[src/logic/proc_pkg.sv]
// Shared word types, address-map bit positions and byte-strobe helper for the memory subsystem
package proc_pkg;

    typedef logic [31:0] word_t;
    typedef logic [3:0]  wstrb_t;       // All zero means a read
    typedef logic [16:0] fetch_addr_t;  // Byte address bits 18:2

    // Data address map decoded in priority order mem, timer, periph
    localparam int MEM_REGION_BIT    = 30;
    localparam int TIMER_REGION_BIT  = 28;
    localparam int PERIPH_REGION_BIT = 29;

    // Replace the bytes of old_word selected by strb with those of new_word
    function automatic word_t strobe_merge(word_t old_word, word_t new_word, wstrb_t strb);
        word_t merged;
        merged = old_word;
        for (int b = 0; b < $bits(wstrb_t); b++) begin
            if (strb[b]) begin
                merged[8*b +: 8] = new_word[8*b +: 8];
            end
        end
        return merged;
    endfunction

endpackage

[src/logic/instr_cache.sv]
// Direct-mapped instruction cache with one-word lines, refilled over the controller refill link
`timescale 1ns/1ps

module instr_cache #(
    parameter int ICACHE_LINES = 16
) (
    input  logic                  clk_i,
    input  logic                  reset_i,

    input  proc_pkg::fetch_addr_t fetch_addr_i,
    output proc_pkg::word_t       fetch_data_o,
    output logic                  fetch_wait_o,

    output logic                  refill_valid_o,
    output proc_pkg::fetch_addr_t refill_addr_o,
    input  logic                  refill_ready_i,
    input  proc_pkg::word_t       refill_data_i
);
    localparam int ADDR_BITS  = $bits(proc_pkg::fetch_addr_t);
    localparam int INDEX_BITS = $clog2(ICACHE_LINES);
    localparam int TAG_BITS   = ADDR_BITS - INDEX_BITS;

    typedef logic [INDEX_BITS-1:0] index_t;
    typedef logic [TAG_BITS-1:0]   tag_t;
    typedef enum logic {
        IDLE,
        REFILL
    } state_t;

    state_t                  state_q;
    logic [ICACHE_LINES-1:0] line_valid_q;
    tag_t                    tag_q  [ICACHE_LINES];
    proc_pkg::word_t         data_q [ICACHE_LINES];
    proc_pkg::fetch_addr_t   miss_addr_q;

    index_t fetch_index;
    tag_t   fetch_tag;
    index_t refill_index;
    tag_t   refill_tag;
    logic   hit;

    assign fetch_index  = fetch_addr_i[INDEX_BITS-1:0];
    assign fetch_tag    = fetch_addr_i[ADDR_BITS-1:INDEX_BITS];
    assign refill_index = miss_addr_q[INDEX_BITS-1:0];
    assign refill_tag   = miss_addr_q[ADDR_BITS-1:INDEX_BITS];

    // Lookup is purely combinational so a hit costs no cycle
    assign hit          = line_valid_q[fetch_index] && (tag_q[fetch_index] == fetch_tag);
    assign fetch_data_o = data_q[fetch_index];
    assign fetch_wait_o = !hit;

    assign refill_valid_o = (state_q == REFILL);
    assign refill_addr_o  = miss_addr_q;

    always_ff @(posedge clk_i) begin
        if (reset_i) begin
            state_q      <= IDLE;
            line_valid_q <= '0;
        end else begin
            case (state_q)
                IDLE: begin
                    if (!hit) begin
                        state_q <= REFILL;
                    end
                end
                REFILL: begin
                    if (refill_ready_i) begin
                        state_q                    <= IDLE;
                        line_valid_q[refill_index] <= 1'b1;
                    end
                end
                default: state_q <= IDLE;
            endcase
        end
    end

    // Line storage and the address of the outstanding miss
    always_ff @(posedge clk_i) begin
        if (state_q == IDLE) begin
            miss_addr_q <= fetch_addr_i;  // Core holds it while wait is high
        end
        if (state_q == REFILL && refill_ready_i) begin
            tag_q[refill_index]  <= refill_tag;
            data_q[refill_index] <= refill_data_i;
        end
    end

endmodule

[src/logic/data_router.sv]
// Decodes core data addresses into target selects and returns read data and stall to the core
`timescale 1ns/1ps

module data_router (
    input  logic            data_sel_i,
    input  proc_pkg::word_t data_addr_i,

    output logic            mem_sel_o,
    output logic            timer_sel_o,
    output logic            pwm_sel_o,

    input  proc_pkg::word_t mem_rdata_i,
    input  proc_pkg::word_t timer_rdata_i,
    input  proc_pkg::word_t pwm_rdata_i,
    input  logic            mem_stall_i,

    output proc_pkg::word_t data_rdata_o,
    output logic            data_stall_o
);
    logic in_mem;
    logic in_timer;
    logic in_pwm;

    // Main memory wins over timer, timer over PWM
    assign in_mem   = data_addr_i[proc_pkg::MEM_REGION_BIT];
    assign in_timer = !in_mem && data_addr_i[proc_pkg::TIMER_REGION_BIT];
    assign in_pwm   = !in_mem && !in_timer && data_addr_i[proc_pkg::PERIPH_REGION_BIT];

    assign mem_sel_o   = data_sel_i && in_mem;
    assign timer_sel_o = data_sel_i && in_timer;
    assign pwm_sel_o   = data_sel_i && in_pwm;

    always_comb begin
        data_rdata_o = '0;    // Unmapped reads as zero
        data_stall_o = 1'b0;  // Only main memory can stall
        if (in_mem) begin
            data_rdata_o = mem_rdata_i;
            data_stall_o = mem_stall_i;
        end else if (in_timer) begin
            data_rdata_o = timer_rdata_i;
        end else if (in_pwm) begin
            data_rdata_o = pwm_rdata_i;
        end
    end

endmodule

[src/logic/mem_controller.sv]
// Arbitrates instruction refills and uncached data accesses onto the external valid/ready bus
`timescale 1ns/1ps

module mem_controller (
    input  logic                  clk_i,
    input  logic                  reset_i,

    input  logic                  refill_valid_i,
    input  proc_pkg::fetch_addr_t refill_addr_i,
    output logic                  refill_ready_o,
    output proc_pkg::word_t       refill_data_o,

    input  logic                  data_sel_i,
    input  proc_pkg::word_t       data_addr_i,
    input  proc_pkg::word_t       data_wdata_i,
    input  proc_pkg::wstrb_t      data_wstrb_i,
    output proc_pkg::word_t       data_rdata_o,
    output logic                  data_stall_o,

    output logic                  mem_valid_o,
    input  logic                  mem_ready_i,
    output proc_pkg::wstrb_t      mem_wstrb_o,
    output proc_pkg::word_t       mem_addr_o,
    output proc_pkg::word_t       mem_wdata_o,
    input  proc_pkg::word_t       mem_rdata_i
);
    typedef enum logic [1:0] {
        IDLE,
        BUS_DATA,
        BUS_REFILL,
        DONE
    } state_t;

    state_t          state_q;
    logic            done_data_q;  // DONE cycle belongs to the data port
    proc_pkg::word_t rdata_q;
    logic            data_done;

    assign data_done = (state_q == DONE) && done_data_q;

    assign refill_ready_o = (state_q == DONE) && !done_data_q;
    assign refill_data_o  = rdata_q;
    assign data_rdata_o   = rdata_q;
    assign data_stall_o   = data_sel_i && !data_done;

    always_ff @(posedge clk_i) begin
        if (reset_i) begin
            state_q     <= IDLE;
            mem_valid_o <= 1'b0;
            done_data_q <= 1'b0;
        end else begin
            case (state_q)
                IDLE: begin
                    // Data access has priority over a pending refill
                    if (data_sel_i) begin
                        state_q     <= BUS_DATA;
                        mem_valid_o <= 1'b1;
                    end else if (refill_valid_i) begin
                        state_q     <= BUS_REFILL;
                        mem_valid_o <= 1'b1;
                    end
                end
                BUS_DATA, BUS_REFILL: begin
                    if (mem_ready_i) begin
                        state_q     <= DONE;
                        mem_valid_o <= 1'b0;
                        done_data_q <= (state_q == BUS_DATA);
                    end
                end
                default: state_q <= IDLE;  // DONE lasts one cycle
            endcase
        end
    end

    // Bus payload is captured at grant and held through the transfer
    always_ff @(posedge clk_i) begin
        if (state_q == IDLE) begin
            if (data_sel_i) begin
                mem_addr_o  <= data_addr_i;
                mem_wdata_o <= data_wdata_i;
                mem_wstrb_o <= data_wstrb_i;
            end else begin
                mem_addr_o  <= proc_pkg::word_t'({refill_addr_i, 2'b00});
                mem_wdata_o <= '0;
                mem_wstrb_o <= '0;  // Refills are reads
            end
        end
        if (mem_valid_o && mem_ready_i) begin
            rdata_q <= mem_rdata_i;
        end
    end

endmodule

[src/logic/timer_regs.sv]
// Timer register block with a loadable free-running counter, a compare register and an IRQ level
`timescale 1ns/1ps

module timer_regs (
    input  logic             clk_i,
    input  logic             reset_i,

    input  logic             sel_i,
    input  proc_pkg::word_t  addr_i,
    input  proc_pkg::word_t  wdata_i,
    input  proc_pkg::wstrb_t wstrb_i,
    output proc_pkg::word_t  rdata_o,

    output logic             irq_o
);
    proc_pkg::word_t count_q;
    proc_pkg::word_t compare_q;
    logic            wr_en;
    logic [1:0]      reg_idx;

    assign wr_en   = sel_i && (wstrb_i != '0);
    assign reg_idx = addr_i[3:2];

    always_ff @(posedge clk_i) begin
        if (reset_i) begin
            count_q   <= '0;
            compare_q <= '1;
            irq_o     <= 1'b0;
        end else begin
            if (wr_en && reg_idx == 2'd0) begin
                count_q <= proc_pkg::strobe_merge(count_q, wdata_i, wstrb_i);
            end else begin
                count_q <= count_q + 1'b1;
            end
            if (wr_en && reg_idx == 2'd1) begin
                compare_q <= proc_pkg::strobe_merge(compare_q, wdata_i, wstrb_i);
            end
            irq_o <= (count_q >= compare_q);  // Unsigned compare
        end
    end

    always_comb begin
        case (reg_idx)
            2'd0:    rdata_o = count_q;
            2'd1:    rdata_o = compare_q;
            default: rdata_o = '0;
        endcase
    end

endmodule

[src/logic/pwm_unit.sv]
// Two-channel PWM peripheral with period and duty registers on the core data bus
`timescale 1ns/1ps

module pwm_unit #(
    parameter int PWM_WIDTH = 16
) (
    input  logic             clk_i,
    input  logic             reset_i,

    input  logic             sel_i,
    input  proc_pkg::word_t  addr_i,
    input  proc_pkg::word_t  wdata_i,
    input  proc_pkg::wstrb_t wstrb_i,
    output proc_pkg::word_t  rdata_o,

    output logic             pwm0_o,
    output logic             pwm1_o
);
    typedef logic [PWM_WIDTH-1:0] pwm_t;

    pwm_t            period_q [2];
    pwm_t            duty_q   [2];
    pwm_t            count_q  [2];
    logic [1:0]      out_q;
    logic            wr_en;
    logic [1:0]      reg_idx;  // Bit 1 picks the channel, bit 0 picks duty
    pwm_t            reg_rd;
    proc_pkg::word_t merged;

    assign wr_en   = sel_i && (wstrb_i != '0);
    assign reg_idx = addr_i[3:2];
    assign reg_rd  = reg_idx[0] ? duty_q[reg_idx[1]] : period_q[reg_idx[1]];
    assign rdata_o = proc_pkg::word_t'(reg_rd);
    assign merged  = proc_pkg::strobe_merge(proc_pkg::word_t'(reg_rd), wdata_i, wstrb_i);

    assign pwm0_o = out_q[0];
    assign pwm1_o = out_q[1];

    always_ff @(posedge clk_i) begin
        if (reset_i) begin
            period_q <= '{default: '0};
            duty_q   <= '{default: '0};
            count_q  <= '{default: '0};
            out_q    <= '0;
        end else begin
            if (wr_en) begin
                if (reg_idx[0]) begin
                    duty_q[reg_idx[1]] <= merged[PWM_WIDTH-1:0];
                end else begin
                    period_q[reg_idx[1]] <= merged[PWM_WIDTH-1:0];
                end
            end
            for (int ch = 0; ch < 2; ch++) begin
                // Count 0 .. period-1, then wrap
                if (period_q[ch] == '0 || count_q[ch] >= period_q[ch] - 1'b1) begin
                    count_q[ch] <= '0;
                end else begin
                    count_q[ch] <= count_q[ch] + 1'b1;
                end
                out_q[ch] <= (period_q[ch] != '0) && (count_q[ch] < duty_q[ch]);
            end
        end
    end

endmodule

[src/logic/mem_subsystem.sv]
// Top level of the memory and peripheral side, connecting cache, router, controller, timer and PWM
`timescale 1ns/1ps

module mem_subsystem #(
    parameter int ICACHE_LINES = 16,
    parameter int PWM_WIDTH    = 16
) (
    input  logic                  clk_i,
    input  logic                  reset_i,

    input  proc_pkg::fetch_addr_t fetch_addr_i,
    output proc_pkg::word_t       fetch_data_o,
    output logic                  fetch_wait_o,

    input  logic                  data_sel_i,
    input  proc_pkg::word_t       data_addr_i,
    input  proc_pkg::word_t       data_wdata_i,
    input  proc_pkg::wstrb_t      data_wstrb_i,
    output proc_pkg::word_t       data_rdata_o,
    output logic                  data_stall_o,

    output logic                  mem_valid_o,
    input  logic                  mem_ready_i,
    output proc_pkg::wstrb_t      mem_wstrb_o,
    output proc_pkg::word_t       mem_addr_o,
    output proc_pkg::word_t       mem_wdata_o,
    input  proc_pkg::word_t       mem_rdata_i,

    output logic                  timer_irq_o,
    output logic                  pwm0_o,
    output logic                  pwm1_o
);
    logic                  refill_valid;
    proc_pkg::fetch_addr_t refill_addr;
    logic                  refill_ready;
    proc_pkg::word_t       refill_data;

    logic                  mem_sel;
    logic                  timer_sel;
    logic                  pwm_sel;
    proc_pkg::word_t       mem_rdata;
    proc_pkg::word_t       timer_rdata;
    proc_pkg::word_t       pwm_rdata;
    logic                  mem_stall;

    instr_cache #(
        .ICACHE_LINES (ICACHE_LINES)
    ) u_instr_cache (
        .clk_i          (clk_i),
        .reset_i        (reset_i),
        .fetch_addr_i   (fetch_addr_i),
        .fetch_data_o   (fetch_data_o),
        .fetch_wait_o   (fetch_wait_o),
        .refill_valid_o (refill_valid),
        .refill_addr_o  (refill_addr),
        .refill_ready_i (refill_ready),
        .refill_data_i  (refill_data)
    );

    data_router u_data_router (
        .data_sel_i    (data_sel_i),
        .data_addr_i   (data_addr_i),
        .mem_sel_o     (mem_sel),
        .timer_sel_o   (timer_sel),
        .pwm_sel_o     (pwm_sel),
        .mem_rdata_i   (mem_rdata),
        .timer_rdata_i (timer_rdata),
        .pwm_rdata_i   (pwm_rdata),
        .mem_stall_i   (mem_stall),
        .data_rdata_o  (data_rdata_o),
        .data_stall_o  (data_stall_o)
    );

    mem_controller u_mem_controller (
        .clk_i          (clk_i),
        .reset_i        (reset_i),
        .refill_valid_i (refill_valid),
        .refill_addr_i  (refill_addr),
        .refill_ready_o (refill_ready),
        .refill_data_o  (refill_data),
        .data_sel_i     (mem_sel),
        .data_addr_i    (data_addr_i),
        .data_wdata_i   (data_wdata_i),
        .data_wstrb_i   (data_wstrb_i),
        .data_rdata_o   (mem_rdata),
        .data_stall_o   (mem_stall),
        .mem_valid_o    (mem_valid_o),
        .mem_ready_i    (mem_ready_i),
        .mem_wstrb_o    (mem_wstrb_o),
        .mem_addr_o     (mem_addr_o),
        .mem_wdata_o    (mem_wdata_o),
        .mem_rdata_i    (mem_rdata_i)
    );

    timer_regs u_timer_regs (
        .clk_i   (clk_i),
        .reset_i (reset_i),
        .sel_i   (timer_sel),
        .addr_i  (data_addr_i),
        .wdata_i (data_wdata_i),
        .wstrb_i (data_wstrb_i),
        .rdata_o (timer_rdata),
        .irq_o   (timer_irq_o)
    );

    pwm_unit #(
        .PWM_WIDTH (PWM_WIDTH)
    ) u_pwm_unit (
        .clk_i   (clk_i),
        .reset_i (reset_i),
        .sel_i   (pwm_sel),
        .addr_i  (data_addr_i),
        .wdata_i (data_wdata_i),
        .wstrb_i (data_wstrb_i),
        .rdata_o (pwm_rdata),
        .pwm0_o  (pwm0_o),
        .pwm1_o  (pwm1_o)
    );

endmodule

[config.mk]
export PLATFORM = sky130hd
export DESIGN_NAME = mem_subsystem
export DESIGN_NICKNAME = d
export VERILOG_FILES = /design/src/logic/proc_pkg.sv /design/src/logic/instr_cache.sv /design/src/logic/data_router.sv /design/src/logic/mem_controller.sv /design/src/logic/timer_regs.sv /design/src/logic/pwm_unit.sv /design/src/logic/mem_subsystem.sv
export SDC_FILE = /design/constraint.sdc
export NUM_CORES = 1
export LEC_CHECK = 0
export ABC_AREA = 1
export BUFFER_PORTS_ARGS = -buffer_cell sky130_fd_sc_hd__buf_2
export CAP_MARGIN = 20
export CELL_PAD_IN_SITES_DETAIL_PLACEMENT = 0
export CELL_PAD_IN_SITES_GLOBAL_PLACEMENT = 1
export CORE_MARGIN = 2
export CORE_UTILIZATION = 35
export CTS_CLUSTER_SIZE = 8
export DETAILED_ROUTE_END_ITERATION = 10
export PLACE_DENSITY = 0.7
export REMOVE_ABC_BUFFERS = 1
export SYNTH_ARGS = -nofsm -noshare
export SYNTH_HDL_FRONTEND = slang
export SYNTH_SLANG_ARGS = --single-unit
[constraint.sdc]
create_clock -name clk_i -period 6.63 [get_ports clk_i]
set_input_delay 0.3315 -clock clk_i [delete_from_list [all_inputs] [get_ports clk_i]]
set_output_delay 0.3315 -clock clk_i [all_outputs]
set_load 0.05 [all_outputs]
Yosys cells after proc, flatten, opt, wreduce, memory -nomap -nowiden
Memory sizes are Yosys's and may differ from the RTL's.
Cells that the tools add are included.
{"block": "op_classes", "n_addsub": 5, "magnitude_cmp": 10, "n_eq_ne": 11, "muxes": 41, "bitwise_logic": 4, "n_reduce_logical": 48}
{"op": "two-way mux 16 bit", "count": 9}
{"op": "two-way mux 32 bit", "count": 3}
{"op": "bitwise mux 32 bit", "count": 2}
{"op": "case mux 32 bit (2 select lines)", "count": 1}
{"op": "two-way mux 8 bit", "count": 6}
{"op": "adder 16 x 1 -> 16 bit, second input constant", "count": 2}
{"op": "adder 32 x 1 -> 32 bit, second input constant", "count": 1}
{"op": ">= comparator 16 bit", "count": 2}
{"op": ">= comparator 32 bit", "count": 1}
{"op": "zero test 16 bit", "count": 2}
{"op": "< comparator 16 bit", "count": 2}
{"op": "nonzero test 16 bit", "count": 2}
{"op": "subtractor 16 x 1 -> 16 bit, second input constant", "count": 2}
{"op": "logical AND 1 bit", "count": 20}
{"op": "two-way mux 19 bit", "count": 1}
{"op": "AND reduction 2 bit", "count": 9}
{"op": "demux 16 bit (select 1 bit)", "count": 1}
{"op": "bitwise OR 16 bit", "count": 1}
{"op": "== test 13 bit", "count": 1}
{"op": "< comparator 4 x 5 -> 1 bit, second input constant", "count": 2}
{"op": "two-way mux 1 bit", "count": 10}
{"op": "!= test 2 bit, second input constant", "count": 5}
{"op": "two-way mux 2 bit", "count": 3}
{"op": "OR reduction 2 bit", "count": 3}
{"op": "18 further kinds", "count": 28}
{"block": "word_totals", "register_bits": 301, "ram_bits": 720, "word_cells": 148, "memories": 2}
{"name": "u_instr_cache.data_q", "words": 16, "width": 32, "read_ports": 1, "rd_ports_with_merged_regs": 0, "wr": 1, "line_no": "instr_cache.sv:33", "rtl": "proc_pkg::word_t data_q [ICACHE_LINES];"}
{"name": "u_instr_cache.tag_q", "words": 16, "width": 13, "read_ports": 1, "rd_ports_with_merged_regs": 0, "wr": 1, "line_no": "instr_cache.sv:32", "rtl": "tag_t tag_q [ICACHE_LINES];"}

Logic depth before layout (Yosys ltp)
Gate-level depths: netlist of the first run.
{"block": "logic_depth", "ltp_word": 8, "ltp_mapped": 18, "ltp_nobuf": 18}

Cells and area by module
A second synthesis of the first run with hierarchy kept.
{"block": "hier_totals", "hier_cells": 4486, "hier_area_um2": 45917.8}
{"mod": "instr_cache", "instances": 1, "cells_per_inst": 2303, "area_per_inst_um2": 29722.3, "seq_area_each_um2": 22471.6}
{"mod": "pwm_unit", "instances": 1, "cells_per_inst": 991, "area_per_inst_um2": 6648.9, "seq_area_each_um2": 1961.9}
{"mod": "timer_regs", "instances": 1, "cells_per_inst": 697, "area_per_inst_um2": 4594.4, "seq_area_each_um2": 1301.2}
{"mod": "mem_controller", "instances": 1, "cells_per_inst": 338, "area_per_inst_um2": 4166.5, "seq_area_each_um2": 3083.0}
{"mod": "data_router", "instances": 1, "cells_per_inst": 157, "area_per_inst_um2": 785.8, "seq_area_each_um2": 0.0}

Least setup slack after synthesis of the first run
Ideal clock, no wire load.
{"block": "synth_timing", "kind": "register -> register", "start": "register u_instr_cache.state_q (netlist: u_instr_cache.refill_valid_o)", "end": "memory u_instr_cache.data_q[12][0] (netlist name), enable pin", "setup_ns": 0.449, "arrival_time_ns": 3.078, "required_time_ns": 6.181, "path_slack_ns": 3.103, "stages_incl_launch_ff": 7, "path_buffers": 0, "cell_sequence": "dfxtp_1 inv_1 nor3_1 nand2_1 nor2_1 inv_1 nor2_1"}
{"block": "synth_between", "elab_chain_len": 3}
{"item": "from (decl)", "line_no": "instr_cache.sv:30", "rtl": "state_t state_q;"}
{"item": "from (signal assigned)", "line_no": "instr_cache.sv:57", "rtl": "state_q <= IDLE;"}
{"item": "from (signal assigned)", "line_no": "instr_cache.sv:63", "rtl": "state_q <= REFILL;"}
{"item": "from (signal assigned)", "line_no": "instr_cache.sv:68", "rtl": "state_q <= IDLE;"}
{"item": "logical AND 1 bit", "line_no": "instr_cache.sv:82", "rtl": "if (state_q == REFILL && refill_ready_i) begin"}
{"item": "two-way mux 1 bit", "line_no": "instr_cache.sv:82"}
{"item": "two-way mux 1 bit (not written as such)", "line_no": "instr_cache.sv:84", "rtl": "data_q[refill_index] <= refill_data_i;"}
{"item": "to (decl)", "line_no": "instr_cache.sv:33"}
Every way passes these cells.

Worst setup path in the final report of the first run
{"block": "layout_timing", "start": "input fetch_addr_i[0]", "end": "output fetch_data_o[31]"}
{"block": "layout_between", "elab_chain_len": 1}
{"item": "from (decl)", "line_no": "mem_subsystem.sv:11", "rtl": "input proc_pkg::fetch_addr_t fetch_addr_i,"}
{"item": "memory (16 x 32 bit)"}
{"item": "to (decl)", "line_no": "mem_subsystem.sv:12", "rtl": "output proc_pkg::word_t fetch_data_o,"}
Every way passes these cells.

==> results of run 1 <==
-- cells in the final DEF, fill, tap and decap left out, types with 6 or more instances in the layout --
cell type / instances
edfxtp_1: 837
nand2_1: 622
nor2_1: 469
o21ai_0: 378
inv_1: 328
buf_2: 254
nand3_1: 235
dfxtp_1: 184
a21oi_1: 155
o221ai_1: 152
clkbuf_16: 149
dlygate4sd3_1: 113
ha_1: 104
clkbuf_1: 63
buf_4: 53
nor3_1: 49
o22ai_1: 47
o211ai_1: 46
xor2_1: 31
a22oi_1: 27
xnor2_1: 24
nor2_4: 22
o21ai_1: 20
nand4_1: 16
a22o_1: 16
nor4_1: 9
inv_2: 8
a21boi_0: 8
nor3b_1: 7
nor2_2: 6
nor3_2: 6
-- Yosys cell counts, drive strengths merged, types with 2 or more instances --
| cell type | instances |
|---|---|
| edfxtp | 837 |
| nand2 | 625 |
| nor2 | 497 |
| o21ai | 398 |
| inv | 337 |
| nand3 | 236 |
| dfxtp | 184 |
| a21oi | 155 |
| o221ai | 152 |
| clkbuf | 126 |
| ha | 105 |
| buf | 101 |
| nor3 | 56 |
| o22ai | 47 |
| o211ai | 46 |
| xor2 | 31 |
| a22oi | 27 |
| xnor2 | 24 |
| nand4 | 17 |
| a22o | 16 |
| a21boi | 9 |
| nor4 | 9 |
| nor3b | 8 |
| a21o | 4 |
| a31oi | 4 |
| clkinv | 4 |
| o31ai | 4 |
| or2 | 4 |
| a221o | 3 |
| and2 | 3 |
| a211oi | 2 |
| a221oi | 2 |
| o2111ai | 2 |
-- timing repair --
item / CTS / global route
endpoints found under the setup margin: 0 / 0
endpoints found under the hold margin: 147 / 0
hold buffers: 113 / 0
-- per-layer routing --
metal / vias to the layer above / global-route usage [%]
met5: - / 0
met2: 1118 / 32.5
met4: 12 / 5.88
met3: 194 / 4.03
li1: 15200 / -
met1: 15900 / 29.2
-- worst max-delay path by stage --
stage / slack, ns / from / endpoint
CTS: 2.98 / data_addr_i[3] / data_rdata_o[8]
detailed placement: 3.01 / fetch_addr_i[0] / fetch_data_o[2]
floorplan: 3.10 / u_instr_cache.refill_valid_o$_SDFF_PP0_ / u_instr_cache.data_q[12][0]$_DFFE_PP_
global route: 2.63 / data_addr_i[3] / data_rdata_o[8]
global placement: 3.04 / fetch_addr_i[0] / fetch_data_o[5]
finish: 2.84 / fetch_addr_i[0] / fetch_data_o[31]
-- state kept, by name (all words and copies together) (netlist names), 4 cells and up --
signal and count:
u_instr_cache.data_q 512, u_instr_cache.tag_q 208, u_mem_controller.data_rdata_o 32, u_mem_controller.mem_addr_o 32, u_mem_controller.mem_wdata_o 32, u_pwm_unit.count_q 32, u_pwm_unit.duty_q 32, u_pwm_unit.period_q 32
u_timer_regs.compare_q 32, u_timer_regs.count_q 32, u_instr_cache.refill_addr_o 17, u_instr_cache.line_valid_q 16, u_mem_controller.mem_wstrb_o 4
-- layout make-up --
class / instances / area share [%]
clock inverter: 14 / 0.471
antenna: 3 / 0.0143
tap: 1650 / 3.92
timing repair buffer: 424 / 5.45
multi-input combinational: 2489 / 25.3
sequential: 1021 / 54.8
inverter: 341 / 2.47
clock buffer: 212 / 7.54
-- cells by family after synthesis --
| family | Yosys count |
|---|---|
| and+or+nand+nor | 1456 |
| DFF | 1021 |
| AOI/OAI and AO/OA | 873 |
| buffers and inverters | 568 |
| adders and majority gates | 105 |
| xor gates and xnor gates | 55 |
-- through the flow --
| step | setup slack (ns) | cells | hold slack, ns |
|---|---|---|---|
| floorplan | 3.10 | 3851 | 0.401 |
| global placement | 3.04 | 5811 | 0.449 |
| detailed placement | 3.01 | 5812 | 0.460 |
| CTS | 2.98 | 6151 | 0.0291 |
| global route | 2.63 | 6151 | 0.0888 |
| finish | 2.84 | 6154 | 0.0883 |
-- worst reg2reg max path, cell delays in order, from the launching register on --
cell     delay [ns]
dfxtp_1        0.38
ha_1           0.19
inv_1          0.04
nor3_1         0.46
nand3_1        0.44
nor2_4         0.99
buf_4          0.64
-- power by group --
part	switching [mW]	internal [mW]
clock	2.78	4.12
combinational	1.64	0.448
sequential	0.218	7.35
==> results.py, run 1 <==
metrics = {
    "outcome": {
        "run_status": "completed",
    },
    "layout": {
        "fin_area_um2": 52600,
        "multi_input_area_um2": 13300,
        "fillCellCount": 11900,
        "nets": 4649,
        "drive_gt1_share_pct": 11.7,
        "regArea_um2": 28800,
        "syn_to_final_growth_pct": 18.7,
        "finish.utilization_pct": 41.8,
    },
    "floorplanning": {
        "core_region_area_um2": 126000,
        "io_pins": 259,
        "die-area_um2": 130000,
        "initial_utilization_pct": 35.3,
        "die_w_um": 360,
        "rows": 130,
        "die_h_um": 360,
    },
    "synthesis": {
        "synth_edf_count": 837,
        "yosysTopAreaCellShare_pct": 56.7,
        "synthSimpleGateAreaFrac_pct": 13.7,
        "synth_top_family_by_area": "simple AND/OR/NAND/NOR gates",
        "postSynthCellCount": 4078,
        "synth_area_um2": 44300,
        "yosysTopAreaCell": "edfxtp_1",
        "synthXorXnorAreaFrac_pct": 1.09,
        "synth_cell_type_count": 53,
        "synth_mux_area_share_pct": 0,
        "async_flop_share_pct": 0,
        "yosysWarnings": 0,
        "synth_compound_area_share_pct": 12.0,
        "syn_avg_cell_area_um2": 10.9,
        "synth_fa_ha_area_share_pct": 2.96,
        "synth_flop_cell": "edfxtp_1",
        "yosysSeqAreaShare_pct": 65.0,
        "yosys-top-cells-area": "edfxtp_1 57%, dfxtp_1 8.3%, nand2_1 5.3%, o21ai_0 4.3%, nor2_1 4.1%",
        "ys_ff_latch": 1021,
    },
    "place": {
        "hpwl_um": 79600,
        "gp_congestion": 0.835,
        "placed_area_um2": 47300,
        "io_buffers": 258,
    },
    "sta": {
        "tns_ns": 0,
        "fmax_mhz": 264,
        "max_slew_margin_pct": 23.5,
        "min_period_over_period_pct": 57.2,
        "setup_viol": 0,
        "rsz0062_at_grt": "no",
        "drv_slew": 0,
        "hold_violations": 0,
        "fin_crit_ns": 3.79,
        "skew_ns": 0.0327,
        "tightest_slew_ns": 1.14,
    },
    "setup_path": {
        "cp.required_ns": 6.30,
        "max_stage_delay_ns": 0.70,
        "cp_max_fo": 194,
        "cp.arrival_ns": 3.46,
        "endpoint_kind": "primary output",
        "cp_slowest_cell": "buf_4",
        "regToRegSetupSlack_ns": 3.10,
        "path_depth": 8,
        "timing.rr.start": "u_mem_controller.state_q[0]$_SDFFE_PP0P_",
        "worst_r2r_path_depth": 6,
        "worst_setup_path_start_kind": "input pin",
        "cp_cell_sequence": "buf_8 -> clkinv_8 -> buf_4 -> o21ai_0 -> o221ai_1 -> nand3_1 -> nand2_1 -> buf_2",
        "rr_endpoint": "u_instr_cache.data_q[5][1]$_DFFE_PP_",
        "cpLargestDelayFamily": "buffers and inverters",
        "worst-path-buf-inv": 4,
        "path_class": "input pin to primary output",
    },
    "clock_network": {
        "clock_path_buffers": 3,
        "htreeDepth": 4,
        "cts_resized": 0,
        "cts_buffers": 146,
        "insertion_delay_ns": 0.76,
        "cts_tree": "done",
        "root_buffer": "clkbuf_16",
        "clkSlewWorstSetupHoldPaths_ns": 0.06,
        "cts_setup_buffers": 0,
        "clock_sinks": 1021,
    },
    "grt": {
        "grt_pass1_wl_um": 202000,
        "grt_overflow": 0,
        "track_usage_pct": 20.7,
        "grt_max_degree": 195,
        "grt_pass1_vias": 31200,
        "antenna_found_initial": 11,
    },
    "routing": {
        "wl_met2_um": 62000,
        "remaining_drc_errors": 0,
        "wirelength_um": 137000,
        "maxUsedRoutingLayer": "met5",
        "drt_iter0_markers": 2861,
        "viasPerCell": 5.26,
        "drt_pass1_iterations": 5,
        "wl_met1_um": 62300,
        "dr_total_vias": 32400,
        "wl_met3_um": 9230,
        "wl_per_cell_um": 22.2,
        "ant_nets": 0,
    },
    "pwr": {
        "peakVddDrop_v": 0.000269,
        "power.density_nw_per_um2": 315,
        "p_leak_nw": 19.9,
        "fin_total_pwr_mw": 16.6,
    },
    "hold_path": {
        "worstHoldPathType": "input pin to flop",
        "hp-start": "data_wstrb_i[0]",
        "min_to": "u_timer_regs.compare_q[0]$_SDFFE_PP1P_",
        "whs_path_depth": 3,
    },
    "job": {
        "cap_violations": 0,
    },
}
Note: power is estimated with default switching activity, not from simulation.
==> inputs of run 2 (changes only) <==
- ABC_AREA: 1 -> 0
- PLACE_DENSITY: 0.7 -> 0.67
- clock period: 6.63 -> 3.5 ns (I/O delays scaled with it)
==> results.py, run 2 <==
metrics = {
    "outcome": {
        "run_status": "completed",
    },
    "synthesis": {
        "synth_cell_type_count": 69,
        "synth_edf_count": 837,
        "synth_top_family_by_area": "multiplexers",
        "ys_ff_latch": 1021,
        "synth_compound_area_share_pct": 4.36,
        "synthSimpleGateAreaFrac_pct": 6.92,
        "async_flop_share_pct": 0,
        "yosysWarnings": 0,
        "yosysSeqAreaShare_pct": 67.0,
        "synth_mux_area_share_pct": 14.9,
        "yosysTopAreaCell": "edfxtp_1",
        "synth_fa_ha_area_share_pct": 3.05,
        "synthXorXnorAreaFrac_pct": 1.49,
        "yosys-top-cells-area": "edfxtp_1 58%, mux4_2 11%, dfxtp_1 8.6%, ha_1 3.1%, nor2_1 1.8%",
        "yosysMostFrequentCell": "edfxtp_1",
        "yosysTopAreaCellShare_pct": 58.4,
        "yosys-top-cells-count": "837 x edfxtp_1, 212 x mux4_2, 211 x nor2_1",
        "synth_flop_cell": "edfxtp_1",
        "postSynthCellCount": 2658,
        "synth_area_um2": 43000,
        "syn_avg_cell_area_um2": 16.2,
    },
    "sta": {
        "rsz0062_at_grt": "no",
        "tightest_slew_ns": 0.919,
        "skew_ns": 0.0502,
        "min_period_over_period_pct": 91.3,
        "fmax_mhz": 313,
        "setup_viol": 0,
        "max_slew_margin_pct": 38.7,
        "fin_crit_ns": 3.20,
        "drv_slew": 0,
        "hold_violations": 0,
    },
    "layout": {
        "regMostFlops": "u_instr_cache.data_q",
        "final_cell_mix": "837 x edfxtp_1, 251 x buf_2, 212 x mux4_2, 198 x nor2_1, 184 x dfxtp_1",
        "syn_to_final_growth_pct": 21.1,
        "nets": 3352,
        "largest_register_ffs": 512,
        "final_common_cell": "edfxtp_1",
        "fin_area_um2": 52100,
        "largestRegisters": "u_instr_cache.data_q: 512 flops, u_instr_cache.tag_q: 208 flops",
        "drive_gt1_share_pct": 24.7,
        "finish.utilization_pct": 42.7,
    },
    "setup_path": {
        "worst_setup_path_start_kind": "flop",
        "cp_slowest_cell": "or4_1",
        "cp.required_ns": 4.15,
        "path_class": "flop to flop",
        "worst_r2r_path_depth": 15,
        "cp_cell_sequence": "or4_1 -> nor3_2 -> buf_4 -> nand2_1 -> nor2_1 -> xnor2_1 -> ha_1 -> a21o_1 -> a21o_1 -> a21oi_1 -> nand2b_1 -> a21oi_1 -> o211ai_1 -> buf_4 -> nor2_1",
        "rr_endpoint": "u_pwm_unit.count_q[15]$_SDFF_PP0_",
        "cpLargestDelayFamily": "simple AND/OR/NAND/NOR gates",
        "path_depth": 15,
        "critical_path.startpoint": "u_pwm_unit.period_q[2]$_SDFFE_PP0P_",
        "max_stage_delay_ns": 0.63,
        "worst-path-buf-inv": 2,
        "timing.rr.start": "u_pwm_unit.period_q[2]$_SDFFE_PP0P_",
        "endpoint_kind": "flop",
        "cp_max_fo": 16,
        "cp.arrival_ns": 3.85,
        "crit_end": "u_pwm_unit.count_q[15]$_SDFF_PP0_",
        "regToRegSetupSlack_ns": 0.30,
    },
    "clock_network": {
        "cts_tree": "done",
        "cts_buffers": 147,
        "root_buffer": "clkbuf_16",
        "htreeDepth": 4,
        "clkSlewWorstSetupHoldPaths_ns": 0.06,
        "insertion_delay_ns": 0.76,
        "cts_setup_buffers": 0,
        "clock_path_buffers": 3,
        "clock_sinks": 1021,
    },
    "floorplanning": {
        "core_region_area_um2": 122000,
        "io_pins": 259,
        "rows": 128,
        "die-area_um2": 126000,
        "die_w_um": 355,
        "die_h_um": 355,
        "initial_utilization_pct": 35.3,
    },
    "pwr": {
        "p_clk_share_pct": 41.7,
        "power.density_nw_per_um2": 612,
        "p_seq_share_pct": 45.3,
        "power_switching_mw": 8.90,
        "peakVddDrop_v": 0.000695,
        "p_leak_nw": 18.9,
        "swShare_pct": 27.9,
        "p_comb_share_pct": 13.0,
        "p_int_mw": 23.0,
    },
    "grt": {
        "track_usage_pct": 18.6,
        "grt_pass1_vias": 25400,
        "grt_util_met1_pct": 26.9,
        "antenna_found_initial": 6,
        "busiest_layer": "met2",
        "use_met3_pct": 3.37,
        "grt_pass1_wl_um": 172000,
        "met2_usage_pct": 29.1,
        "grt_overflow": 0,
        "grt_max_degree": 57,
    },
    "routing": {
        "ant_nets": 0,
        "dr_total_vias": 25300,
        "drt_pass1_iterations": 5,
        "wl_per_cell_um": 24.3,
        "remaining_drc_errors": 0,
        "wirelength_um": 117000,
        "viasPerCell": 5.24,
        "drt_iter0_markers": 2109,
    },
    "hold_path": {
        "worstHoldPathType": "input pin to flop",
    },
    "place": {
        "placed_area_um2": 46600,
        "gp_congestion": 0.806,
        "io_buffers": 258,
        "hpwl_um": 73600,
    },
    "job": {
        "cap_violations": 0,
    },
}
-- run 2: cell count changes after synthesis, sizes merged, moves of 60 or more --
cell / previous run / this run
o21ai: 398 / 50
inv: 337 / 100
nor2: 497 / 211
a21oi: 155 / 69
and3: 1 / 61
nand3: 236 / 59
mux4: 0 / 233
mux2i: 0 / 70
o221ai: 152 / 0
a211oi: 2 / 72
nand2: 625 / 124
-- run 2: cell type report --
type | count | area (um^2)
well taps | 1625 | 2030
clock inverters | 17 | 389
multi-input cells | 1403 | 13300
clock buffers | 203 | 3940
repair buffers | 452 | 3180
diodes | 1 | 2.50
inverters | 101 | 379
fillers | 10800 | 69800
flip-flops and latches | 1021 | 28800
-- run 2: power by group through the flow --
stage	logic (mW)	clock network, mW	registers [mW]
floorplan	1.20	0	16.0
CTS	4.20	13.6	14.5
finish	4.15	13.3	14.4
detailed placement	4.09	0	14.7
global route	4.35	14.1	14.5
global placement	4.09	0	14.7
-- run 2: per-layer routing --
layer / vias to the layer above / routed length [um] / share of wire [%]
met2: 873 / 54500 / 46
met3: 137 / 9250 / 7.9
met5: - / 27 / 0.023
met1: 12900 / 51900 / 44
met4: 4 / 1820 / 1.6
li1: 11300 / - / -
-- run 2: kinds of logic after synthesis --
logic type	after synthesis
xor+xnor	73
simple gates	609
fa+ha+maj	105
buf+inv	234
flops	1021
compound gates	281
mux	335
-- run 2: worst reg2reg max path, stage by stage, from the launching register on --
cell      delay, ns
dfxtp_1        0.37
or4_1          0.63
nor3_2         0.17
buf_4          0.15
nand2_1        0.08
nor2_1         0.13
xnor2_1        0.13
ha_1           0.26
a21o_1         0.19
a21o_1         0.17
a21oi_1        0.18
nand2b_1       0.08
a21oi_1        0.13
o211ai_1       0.11
buf_4          0.22
nor2_1         0.11
-- run 2: worst min-delay path by stage --
stage,from,endpoint,slack (ns),cells after the start
2_1_floorplan,reset_i,u_timer_regs.count_q[22]$_SDFFE_PP0P_,0.24,1
3_3_place_gp,mem_rdata_i[30],u_mem_controller.data_rdata_o[30]$_DFFE_PP_,0.35,1
3_5_place_dp,mem_rdata_i[2],u_mem_controller.data_rdata_o[2]$_DFFE_PP_,0.35,1
4_1_cts,fetch_addr_i[2],u_instr_cache.refill_addr_o[2]$_DFFE_PN_,0.004,2
5_1_grt,fetch_addr_i[2],u_instr_cache.refill_addr_o[2]$_DFFE_PN_,0.02,2
6_report,fetch_addr_i[2],u_instr_cache.refill_addr_o[2]$_DFFE_PN_,0.04,2
-- run 2: what timing repair did --
item	CTS	global route
endpoints found under the hold margin	187	0
hold buffers	114	0
setup endpoints to repair	0	12
gates resized for setup	0	1
-- run 2: per-stage QoR --
step	hold slack, ns	cells	setup slack (ns)	power [mW]	TNS [ns]
CTS	0.00389	4822	0.220	32.3	0
global route	0.0198	4822	0.00819	33.0	0
floorplan	0.237	2525	-1.40	17.2	-237.44
finish	0.0403	4823	0.305	31.9	0
detailed placement	0.353	4488	0.284	18.8	0
global placement	0.352	4488	0.263	18.7	0
